$ cat config.mk
export PLATFORM = sky130hd
export DESIGN_NAME = consoleTop
export DESIGN_NICKNAME = d
export VERILOG_FILES = /design/src/source/consolePkg.sv /design/src/source/consoleControl.sv /design/src/source/consoleTop.sv /design/src/source/consoleTransmitter.sv /design/src/source/infoRom.sv /design/src/source/messageRom.sv /design/src/source/resetMonitor.sv
export VERILOG_INCLUDE_DIRS = /design/src /design/src/source
export SDC_FILE = /design/constraint.sdc
export NUM_CORES = 1
export LEC_CHECK = 0
export BUFFER_PORTS_ARGS = -buffer_cell sky130_fd_sc_hd__buf_4
export CORE_ASPECT_RATIO = 1.75
export CORE_UTILIZATION = 56
export CTS_BUF_LIST = sky130_fd_sc_hd__clkbuf_4 sky130_fd_sc_hd__clkbuf_8 sky130_fd_sc_hd__clkbuf_16
export DETAILED_ROUTE_END_ITERATION = 10
export PLACE_DENSITY_LB_ADDON = 0.3
export SLEW_MARGIN = 20
export SYNTH_ARGS = -nofsm -noshare
export SYNTH_HDL_FRONTEND = slang
export SYNTH_SLANG_ARGS = --single-unit
$ cat constraint.sdc
create_clock -name clock -period 3.5 [get_ports clock]
set_input_delay 0.7 -clock clock [delete_from_list [all_inputs] [get_ports clock]]
set_output_delay 0.7 -clock clock [all_outputs]
set_load 0.05 [all_outputs]
$ cat src/source/console_consts.svh
// console constants
`ifndef CONSOLE_CONSTS_SVH
`define CONSOLE_CONSTS_SVH

// characters seen by the command parser
`define CHAR_CR      8'h0d
`define CHAR_LF      8'h0a
`define CHAR_TAB     8'h09
`define CHAR_SPACE   8'h20
`define CHAR_CTRLC   8'h03
`define CHAR_COMMENT 8'h23

`define RESET_CHAR   8'h7e
`define SYNC_CHAR    8'h7f
`define RESET_LENGTH 64

// message start addresses in the text rom
`define ROM_BANNER   6'd0
`define ROM_PROMPT   6'd14
`define ROM_CTRLC    6'd20
`define ROM_ERROR    6'd23

// identity table
`define INFO_LENGTH    20
`define INFO_VERSION   8'h01
`define BUILDER_ID     16'hffff
`define BITSTREAM_ID   32'h12345678
`define BUILD_DATE     32'h20210925
`define BUILD_TIME     16'h1200
`define TARGET_VENDOR  16'hffff
`define TARGET_LIBRARY 16'hffff
`define TARGET_BOARD   16'hffff

`endif

$ cat src/source/consolePkg.sv
// serial console types
package consolePkg;

  typedef logic [7:0] charT;      // one console character or data byte
  typedef logic [5:0] romAddrT;   // message rom address
  typedef logic [4:0] infoIndexT; // identity table byte index

  // how the transmitter renders one requested byte
  typedef enum logic [1:0] {
    KindRaw,
    KindHex,
    KindHexCrlf,
    KindBinary
  } sendKindT;

  typedef enum logic [3:0] {
    Banner,
    Prompt,
    Input,
    WaitForEnter,
    SyntaxError,
    TxRom,
    Info,
    InfoWait
  } consoleStateT;

endpackage

$ cat src/source/consoleControl.sv
// console command control
`include "console_consts.svh"

module consoleControl (
  input                               clock,
  input                               resetQ,
  input                               rxValid,
  input  consolePkg::charT            rxData,
  input  consolePkg::charT            romChar,
  input  consolePkg::charT            infoByte,
  input                               sendBusy,
  input                               sendDone,
  output consolePkg::romAddrT         romAddr,
  output consolePkg::infoIndexT       infoIndex,
  output logic                        sendStart,
  output consolePkg::charT            sendByte,
  output consolePkg::sendKindT        sendKind
);

  consolePkg::consoleStateT state;
  consolePkg::consoleStateT nextState; // where to go after a message or a confirmed command

  logic             inComment;
  logic             binaryMode;
  logic             inFlight;
  logic             isEnter;
  logic             isCtrlC;
  logic             isBlank;
  consolePkg::charT lowerChar;

  assign inFlight  = sendStart || sendBusy; // busy rises one cycle after the start pulse
  assign isEnter   = (rxData == `CHAR_CR) || (rxData == `CHAR_LF);
  assign isCtrlC   = (rxData == `CHAR_CTRLC);
  assign isBlank   = (rxData == `CHAR_SPACE) || (rxData == `CHAR_TAB);
  assign lowerChar = rxData | 8'h20;

  always_ff @(posedge clock) begin
    if (resetQ) begin
      state <= consolePkg::Banner;
      nextState <= consolePkg::Prompt;
      romAddr <= `ROM_BANNER;
      infoIndex <= '0;
      inComment <= 1'b0;
      binaryMode <= 1'b0;
      sendStart <= 1'b0;
    end
    else begin
      sendStart <= 1'b0;
      case (state)

        consolePkg::Banner : begin
          romAddr <= `ROM_BANNER;
          state <= consolePkg::TxRom;
          nextState <= consolePkg::Prompt;
        end

        consolePkg::Prompt : begin
          romAddr <= `ROM_PROMPT;
          state <= consolePkg::TxRom;
          nextState <= consolePkg::Input;
        end

        consolePkg::Input : begin
          inComment <= 1'b0;
          infoIndex <= '0;
          if (rxValid) begin
            if (lowerChar == "i") begin
              binaryMode <= !rxData[5]; // capital means raw binary dump
              state <= consolePkg::WaitForEnter;
              nextState <= consolePkg::Info;
            end
            else if (isEnter) begin
              state <= consolePkg::Prompt;
            end
            else if (isCtrlC) begin
              romAddr <= `ROM_CTRLC;
              state <= consolePkg::TxRom;
              nextState <= consolePkg::Prompt;
            end
            else if ((rxData != `RESET_CHAR) && (rxData != `SYNC_CHAR)) begin
              state <= consolePkg::SyntaxError;
            end
          end
        end

        // command is complete, only blanks and comments until enter
        consolePkg::WaitForEnter : begin
          if (rxValid) begin
            if (isEnter) begin
              state <= nextState;
            end
            else if (isCtrlC) begin
              romAddr <= `ROM_CTRLC;
              state <= consolePkg::TxRom;
              nextState <= consolePkg::Prompt;
            end
            else if (rxData == `CHAR_COMMENT) begin
              inComment <= 1'b1;
            end
            else if (!isBlank && !inComment) begin
              state <= consolePkg::SyntaxError;
            end
          end
        end

        // let local echo run, report the error on enter
        consolePkg::SyntaxError : begin
          if (rxValid && isEnter) begin
            romAddr <= `ROM_ERROR;
            state <= consolePkg::TxRom;
            nextState <= consolePkg::Prompt;
          end
          else if (rxValid && isCtrlC) begin
            romAddr <= `ROM_CTRLC;
            state <= consolePkg::TxRom;
            nextState <= consolePkg::Prompt;
          end
        end

        consolePkg::TxRom : begin
          if (sendDone) begin
            romAddr <= romAddr + 6'd1;
          end
          else if (!inFlight) begin
            if (romChar == 8'h00) begin
              state <= nextState; // terminator is not sent
            end
            else begin
              sendStart <= 1'b1;
              sendByte <= romChar;
              sendKind <= consolePkg::KindRaw;
            end
          end
        end

        consolePkg::Info : begin
          sendStart <= 1'b1;
          sendByte <= infoByte;
          if (binaryMode) sendKind <= consolePkg::KindBinary;
          else if (infoIndex[1:0] == 2'd0) sendKind <= consolePkg::KindHexCrlf;
          else sendKind <= consolePkg::KindHex;
          state <= consolePkg::InfoWait;
        end

        consolePkg::InfoWait : begin
          if (sendDone) begin
            if (infoIndex == consolePkg::infoIndexT'(`INFO_LENGTH - 1)) begin
              state <= consolePkg::Prompt;
            end
            else begin
              infoIndex <= infoIndex + 5'd1;
              state <= consolePkg::Info;
            end
          end
        end

        default : state <= consolePkg::Banner;
      endcase
    end
  end

  // ********************
  // checks
  // ********************

  noStartWhileBusy : assert property (@(posedge clock) disable iff (resetQ)
    sendStart |-> !sendBusy);

endmodule

$ cat src/source/consoleTop.sv
// serial console top
module consoleTop (
  input                    clock,
  input                    resetQ,
  input                    rxValid,
  input  consolePkg::charT rxData,
  output logic             txValid,
  output consolePkg::charT txData,
  input                    txReady,
  output logic             resetOut
);

  consolePkg::romAddrT   romAddr;
  consolePkg::charT      romChar;
  consolePkg::infoIndexT infoIndex;
  consolePkg::charT      infoByte;
  logic                  sendStart;
  consolePkg::charT      sendByte;
  consolePkg::sendKindT  sendKind;
  logic                  sendBusy;
  logic                  sendDone;

  consoleControl uControl (
    .clock(clock), .resetQ(resetQ),
    .rxValid(rxValid), .rxData(rxData),
    .romChar(romChar), .infoByte(infoByte),
    .sendBusy(sendBusy), .sendDone(sendDone),
    .romAddr(romAddr), .infoIndex(infoIndex),
    .sendStart(sendStart), .sendByte(sendByte), .sendKind(sendKind)
  );

  messageRom uMessageRom (.romAddr(romAddr), .romChar(romChar));

  infoRom uInfoRom (.infoIndex(infoIndex), .infoByte(infoByte));

  consoleTransmitter uTransmitter (
    .clock(clock), .resetQ(resetQ),
    .sendStart(sendStart), .sendByte(sendByte), .sendKind(sendKind),
    .txReady(txReady), .txValid(txValid), .txData(txData),
    .sendBusy(sendBusy), .sendDone(sendDone)
  );

  resetMonitor uResetMonitor (
    .clock(clock), .resetQ(resetQ),
    .rxValid(rxValid), .rxData(rxData),
    .resetOut(resetOut)
  );

endmodule

$ cat src/source/consoleTransmitter.sv
// console character transmitter
`include "console_consts.svh"

module consoleTransmitter (
  input                        clock,
  input                        resetQ,
  input                        sendStart,
  input  consolePkg::charT     sendByte,
  input  consolePkg::sendKindT sendKind,
  input                        txReady,
  output logic                 txValid,
  output consolePkg::charT     txData,
  output logic                 sendBusy,
  output logic                 sendDone
);

  // step 0 CR, 1 LF, 2 high digit, 3 low digit or raw byte
  logic [1:0]       step;
  logic             lastStep;
  logic             accept;
  logic             hexMode;
  consolePkg::charT byteQ;

  function automatic consolePkg::charT hexDigit(input logic [3:0] nibble);
    hexDigit = (nibble < 4'd10) ? (8'h30 + 8'(nibble)) : (8'h37 + 8'(nibble));
  endfunction

  assign txValid  = sendBusy;
  assign accept   = sendBusy && txReady;
  assign lastStep = (step == 2'd3);
  assign sendDone = accept && lastStep;

  always_ff @(posedge clock) begin
    if (resetQ) begin
      sendBusy <= 1'b0;
      step <= 2'd0;
    end
    else if (sendStart) begin
      sendBusy <= 1'b1;
      case (sendKind)
        consolePkg::KindHexCrlf : step <= 2'd0;
        consolePkg::KindHex     : step <= 2'd2;
        default                 : step <= 2'd3; // raw and binary are a single byte
      endcase
    end
    else if (accept) begin
      step <= step + 2'd1;
      if (lastStep) sendBusy <= 1'b0;
    end
  end

  always_ff @(posedge clock) begin
    if (sendStart) begin
      byteQ <= sendByte;
      hexMode <= (sendKind == consolePkg::KindHex) || (sendKind == consolePkg::KindHexCrlf);
    end
  end

  // data follows the step register only, so it holds while stalled
  always_comb begin
    case (step)
      2'd0    : txData = `CHAR_CR;
      2'd1    : txData = `CHAR_LF;
      2'd2    : txData = hexDigit(byteQ[7:4]);
      default : txData = hexMode ? hexDigit(byteQ[3:0]) : byteQ;
    endcase
  end

  // ********************
  // checks
  // ********************

  holdUnderStall : assert property (@(posedge clock) disable iff (resetQ)
    (txValid && !txReady) |=> (txValid && $stable(txData)));

endmodule

$ cat src/source/infoRom.sv
// build identity table
`include "console_consts.svh"

module infoRom (
  input  consolePkg::infoIndexT infoIndex,
  output consolePkg::charT      infoByte
);

  // byte 0 is the first one dumped, so it sits in the top bits
  localparam logic [8*`INFO_LENGTH-1:0] InfoTable = {
    `INFO_VERSION,
    8'h00,          // byte channel count
    `BUILDER_ID,
    `BITSTREAM_ID,
    `BUILD_DATE,
    `BUILD_TIME,
    `TARGET_VENDOR,
    `TARGET_LIBRARY,
    `TARGET_BOARD
  };

  always_comb begin
    if (infoIndex < `INFO_LENGTH) begin
      infoByte = InfoTable[8*(`INFO_LENGTH-1-infoIndex) +: 8];
    end
    else begin
      infoByte = 8'h00;
    end
  end

endmodule

$ cat src/source/messageRom.sv
// console message text
`include "console_consts.svh"

module messageRom (
  input  consolePkg::romAddrT romAddr,
  output consolePkg::charT    romChar
);

  // every message ends in a zero byte which is never sent
  always_comb begin
    case (romAddr)
      `ROM_BANNER + 0  : romChar = `CHAR_CR;
      `ROM_BANNER + 1  : romChar = `CHAR_LF;
      `ROM_BANNER + 2  : romChar = "*";
      `ROM_BANNER + 3  : romChar = " ";
      `ROM_BANNER + 4  : romChar = "O";
      `ROM_BANNER + 5  : romChar = "P";
      `ROM_BANNER + 6  : romChar = "E";
      `ROM_BANNER + 7  : romChar = "N";
      `ROM_BANNER + 8  : romChar = "C";
      `ROM_BANNER + 9  : romChar = "O";
      `ROM_BANNER + 10 : romChar = "S";
      `ROM_BANNER + 11 : romChar = " ";
      `ROM_BANNER + 12 : romChar = "*";
      `ROM_BANNER + 13 : romChar = 8'h00;

      `ROM_PROMPT + 0  : romChar = `CHAR_CR;
      `ROM_PROMPT + 1  : romChar = `CHAR_LF;
      `ROM_PROMPT + 2  : romChar = "O";
      `ROM_PROMPT + 3  : romChar = "C";
      `ROM_PROMPT + 4  : romChar = ">";
      `ROM_PROMPT + 5  : romChar = 8'h00;

      `ROM_CTRLC + 0   : romChar = "^";
      `ROM_CTRLC + 1   : romChar = "C";
      `ROM_CTRLC + 2   : romChar = 8'h00;

      `ROM_ERROR + 0   : romChar = `CHAR_CR;
      `ROM_ERROR + 1   : romChar = `CHAR_LF;
      `ROM_ERROR + 2   : romChar = "E";
      `ROM_ERROR + 3   : romChar = "R";
      `ROM_ERROR + 4   : romChar = "R";
      `ROM_ERROR + 5   : romChar = "O";
      `ROM_ERROR + 6   : romChar = "R";
      `ROM_ERROR + 7   : romChar = 8'h00;

      default          : romChar = 8'h00; // unused space reads as terminator
    endcase
  end

endmodule

$ cat src/source/resetMonitor.sv
// manager reset monitor
`include "console_consts.svh"

module resetMonitor (
  input                    clock,
  input                    resetQ,
  input                    rxValid,
  input  consolePkg::charT rxData,
  output logic             resetOut
);

  localparam int CountWidth = $clog2(`RESET_LENGTH + 1);

  logic [CountWidth-1:0] runCount; // consecutive reset characters, saturating

  always_ff @(posedge clock) begin
    if (resetQ) begin
      runCount <= '0;
      resetOut <= 1'b0;
    end
    else begin
      if (rxValid) begin
        if (rxData != `RESET_CHAR) runCount <= '0;
        else if (runCount < `RESET_LENGTH) runCount <= runCount + 1'b1;
      end
      if (runCount >= `RESET_LENGTH) resetOut <= 1'b1; // sticky until resetQ
    end
  end

  stickyRequest : assert property (@(posedge clock) $fell(resetOut) |-> $past(resetQ));

endmodule

=== Word-level counts from Yosys, hierarchy flattened ===
Memory sizes are Yosys's and may differ from the RTL's. A register that Yosys moved wholly into a read port is not among the register bits.
Cells that the tools add are included.

* Bits in registers: 52
* Bits in read-only memories: 224
* Bits of input ports: 12
* Output and inout bits: 10
* Memories kept: 1

{| class="wikitable"
|+ Memories
! memory !! words !! width !! read ports !! clocked after memory_dff !! wr ports !! line !! RTL
|-
| (no name shown) || 32 || 7 || 1 || 1 || 0 || messageRom.sv:11 || <nowiki>case (romAddr)</nowiki>
|}

* Add/sub/neg operators: 9
* $lt $le $gt $ge: 5
* Eq/ne operators: 39
* Shift-type cells: 1
* Muxes and demuxes: 73
* Bitwise logic cells: 1
* Reductions and logical operators: 35

{| class="wikitable"
|+ Operator list
! operator !! number
|-
| 160-bit by 33-bit variable part select with 8-bit output (first input constant) || 1
|-
| 4-bit 2-to-1 mux || 23
|-
| 8-bit 2-to-1 mux || 8
|-
| 6-bit 2-to-1 mux || 8
|-
| 6-bit case mux with 6 select lines || 1
|-
| 6-bit by 4-bit adder with 7-bit output (first input constant) || 4
|-
| 4-bit case mux with 7 select lines || 1
|-
| 8-bit by 4-bit equality test with 1-bit output (second input constant) || 3
|-
| 8-bit case mux with 3 select lines || 1
|-
| 2-bit inequality test (second input constant) || 11
|-
| 5-bit 2-to-1 mux || 4
|-
| 4-bit case mux with 5 select lines || 1
|-
| 4-bit by 3-bit equality test with 1-bit output (second input constant) || 4
|-
| 8-bit by 6-bit equality test with 1-bit output (second input constant) || 2
|-
| 8-bit by 7-bit inequality test with 1-bit output (second input constant) || 2
|-
| 8-bit case mux with 2 select lines || 1
|-
| 2-bit 2-to-1 mux || 7
|-
| 7-bit 2-to-1 mux || 2
|-
| 2-bit nonzero test || 6
|-
| 1-bit 2-to-1 mux || 10
|-
| 5-bit case mux with 2 select lines || 1
|-
| 10-bit AND reduction || 1
|-
| 5-bit AND reduction || 2
|-
| 4-bit by 2-bit equality test with 1-bit output (second input constant) || 2
|-
| 37 further kinds || 57
|}

=== Depth between registers and ports, before layout ===
* Depth after elaboration: 10
* Depth in mapped cells: 13
* Mapped depth without buffers: 13

=== Hierarchy ===
From an unflattened synthesis, not the netlist that was laid out.

* Cells, all modules: 471
* Area, all modules: 4,110.2 um2

{| class="wikitable"
|+ Modules (own cells, without submodules)
! module !! times used !! cells each !! area each (um2)
|-
| consoleControl || 1 || 224 || 2,107.0
|-
| consoleTransmitter || 1 || 83 || 777.0
|-
| messageRom || 1 || 64 || 475.5
|-
| resetMonitor || 1 || 50 || 434.2
|-
| infoRom || 1 || 50 || 316.6
|}

=== Least setup slack after synthesis ===
Ideal clock, no wire load.

* Kind: input port to flip-flop
* From: input port rxData[5]
* To: register (tool-made name)
* Setup time: 0.120 ns
* Arrival time: 3.180 ns
* Required time: 3.380 ns
* Slack: 0.200 ns
* Stages: 11
* Buffers on the path: 0
* Cells stage by stage: or4_4 -> a31oi_4 -> o211a_4 -> and2b_4 -> a32oi_2 -> nor2_1 -> inv_1 -> ha_1 -> a21boi_0 -> o32ai_1 -> a211o_1

{| class="wikitable"
|+ RTL lines
! item !! line !! RTL
|-
| start: declaration || consoleTop.sv:6 || <nowiki>input consolePkg::charT rxData,</nowiki>
|}

==> summary.md <==
| Metric | Value |
|---|---|
| Worst Path Max Fanout | `5` |
| Worst R2R Start | `uControl.state[0]` |
| Cell Int Power | `0.00205 W` |
| Die ar. | `0.00739 mm²` |
| Routed Antenna Nets | `0` |
| H-tree levels | `3` |
| Number of max-cap violations | `0` |
| Pin count of the biggest net entering global routing | `38` |
| Cts repair resizes | `0` |
| Final period util | `91.8%` |
| F_max | `311 MHz` |
| Sequential fraction of the synthesis area | `34.8%` |
| Worst Tran Pin Value | `1000 ps` |
| Post-synth ARST share | `0%` |
| Gr usage total | `28.5%` |
| CTS tree | `done` |
| Syn_nets | `501` |
| Core ar. | `0.00681 mm²` |
| Commonest cells after routing, fill and taps aside | `nor2_1 (51), nand2_1 (44), dfxtp_1 (40)` |
| # IOs | `22` |
| Combinational power share | `43.2%` |
| YS warnings | `0` |
| Syn-to-layout area delta | `15.8%` |
| Skew-Pair Late Insertion Delay | `330 ps` |
| Post-synth EDFFs | `19` |
| Reg2reg path depth | `11` |
| Leak Pwr | `1.71 nW` |
| Routability Congestion | `0.898` |
| Vias per cell | `6.23` |
| Pwr dens | `725 mW/mm²` |
| PortBufs | `21` |
| Vias | `3639` |
| Routed len/inst | `16.6 µm` |
| Share of layout cells above drive strength 1 | `14.0%` |
| Net Sw Power | `0.00126 W` |
| Sw frac | `38.1%` |
| # diodes | `0` |
| Clock-pin transition on the worst setup and hold timing paths | `50 ps` |
| Ys flop type | `dfxtp_1` |
| Hold path start | `uControl.sendByte[1]` |
| Setup violators final | `0` |
| First-pass GRT wire length | `16100 µm` |
| Pwr Total | `0.00331 W` |
| Hold violation count in the final report | `0` |
| Fin Setup TNS | `0 ps` |
| Vias in the first global route | `3579` |
| #FFs+latches synth | `59` |
| DRT Wirelength | `9710 µm` |
| Worst path arrival time | `3430 ps` |
| Worst hold path class | `register to register` |
| CTS Buf Count | `9` |
| Clk root buf | `clkbuf_16` |
| WS Path Type | `input port to register` |
| Slew HR | `32.1%` |
| Nets | `530` |
| Initial Utilization | `57.9%` |
| Tmin final | `3210 ps` |
| Most common cell after layout, fill and taps aside | `nor2_1` |
| Hold Path Cell Cnt | `0` |
| DRC violations left | `0` |
| Starting DRT DRC Count | `184` |
| Max clock buf depth | `2` |
| Postcts setup bufs | `0` |
| DIE HEIGHT | `113 µm` |
| Hold Buf Count CTS | `0` |
| Syn_area_per_cell | `8.45 µm²` |
| Die width | `65.4 µm` |
| GRT overflow | `0` |
| Synthesized area | `0.00394 mm²` |
| DPL Wire Length | `7120 µm` |
| Slew Limit Fails | `0` |
| Status | `completed` |
| Seq pwr share | `29.0%` |
| Distinct cell type count of the synthesized netlist | `76` |
| CP Data Required Time | `3720 ps` |
| Clock sink count | `59` |
| Worst Setup Start Kind | `input port` |
| Num rows | `40` |
| Clock network power share | `27.7%` |
| Critical path startpoint | `rxData[5]` |
| Drt pass-1 iters | `5` |
| Final Skew | `5.96 ps` |
| Antenna violations before repair | `0` |
| Peak supply drop | `0.550 mV` |
| CP Capture Type | `register` |
| Cells after synthesis | `466` |
| RSZ-0062 raised after global routing | `no` |
-- cell usage after synthesis, types with 3 or more instances --
| master | instances | share of area [%] |
|---|---|---|
| nor2b_1 | 6 | 0.95 |
| and3_1 | 5 | 0.79 |
| nand2b_1 | 12 | 1.9 |
| nand3b_1 | 4 | 0.76 |
| a311oi_1 | 4 | 0.89 |
| o211ai_1 | 3 | 0.57 |
| edfxtp_1 | 19 | 14 |
| o21ai_0 | 28 | 3.6 |
| a21o_1 | 5 | 0.95 |
| nor2_1 | 51 | 4.9 |
| o32ai_1 | 3 | 0.67 |
| mux2i_1 | 10 | 2.5 |
| clkbuf_1 | 16 | 1.5 |
| a31o_1 | 3 | 0.67 |
| nand2_1 | 44 | 4.2 |
| a21oi_1 | 33 | 4.2 |
| xor2_1 | 4 | 0.89 |
| xnor2_1 | 11 | 2.4 |
| a22o_1 | 6 | 1.3 |
| a31oi_1 | 4 | 0.64 |
| nor4b_1 | 3 | 0.67 |
| a21boi_0 | 3 | 0.57 |
| ha_1 | 23 | 7.3 |
| dfxtp_1 | 40 | 20 |
| nor3_1 | 5 | 0.64 |
| nand3_1 | 16 | 2.0 |
| a211oi_1 | 10 | 1.9 |
| inv_1 | 26 | 2.5 |
| or3_1 | 4 | 0.64 |
| nand4_1 | 5 | 0.79 |
-- path summary, 6_finish.rpt --
kind                           end  slack (ps)
max                       register         290
min          uTransmitter.byteQ[1]         410
max reg2reg               register         370
min reg2reg  uTransmitter.byteQ[1]         410
-- power groups by stage --
stage	logic, W	clock network (W)	registers [W]
finish	0.00143	0.000917	0.000960
global route	0.00155	0.000962	0.000973
CTS	0.00141	0.000928	0.000955
detailed placement	0.00140	0	0.000967
global placement	0.00137	0	0.000961
floorplan	0.00106	0	0.000911
-- area by class of cell --
cell class	count	area, µm²
well taps	84	105
clock buffers	10	233
flip-flops and latches	59	1370
inverters	27	101
clock inverters	6	80.1
fillers	580	2250
repair buffers	38	285
multi-input cells	360	2380
-- routing by layer --
layer / GRT usage [%] / routed length [µm] / part of all wire, %
met5: 0 / 0 / 0
met4: 22.6 / 629 / 6.5
met3: 4.74 / 357 / 3.7
met2: 50.0 / 5050 / 52
met1: 28.7 / 3670 / 38
-- stage by stage --
stage	hold WS (ps)	std cells	worst slack (ps)	utilization (%)	area (µm²)
4_1_cts	416	584	294	67.0	4560
3_3_place_gp	403	568	76.7	62.4	4250
5_1_grt	419	584	124	67.0	4560
3_5_place_dp	405	568	-49.9	62.4	4250
6_report	415	584	286	67.0	4560
2_1_floorplan	400	466	200	-	3940
-- worst max-delay path: stages --
cell and delay, ps:
buf_4 110, or4_4 560, a31oi_4 210, o211a_4 210, and2b_4 170, a32oi_2 90, nor2_1 290, inv_1 140
ha_1 230, a21boi_0 250, o32ai_1 140, a211o_1 310
-- logic make-up after synthesis --
family / count (synthesis) / synth area share [%]
muxes: 11 / 2.92
DFF: 59 / 34.8
buffers and inverters: 47 / 4.64
and+or+nand+nor: 180 / 23.5
adders and majority gates: 23 / 7.31
xor gates and xnor gates: 15 / 3.34
AOI/OAI and AO/OA: 131 / 23.4
Power figures use the tool's default switching activity.
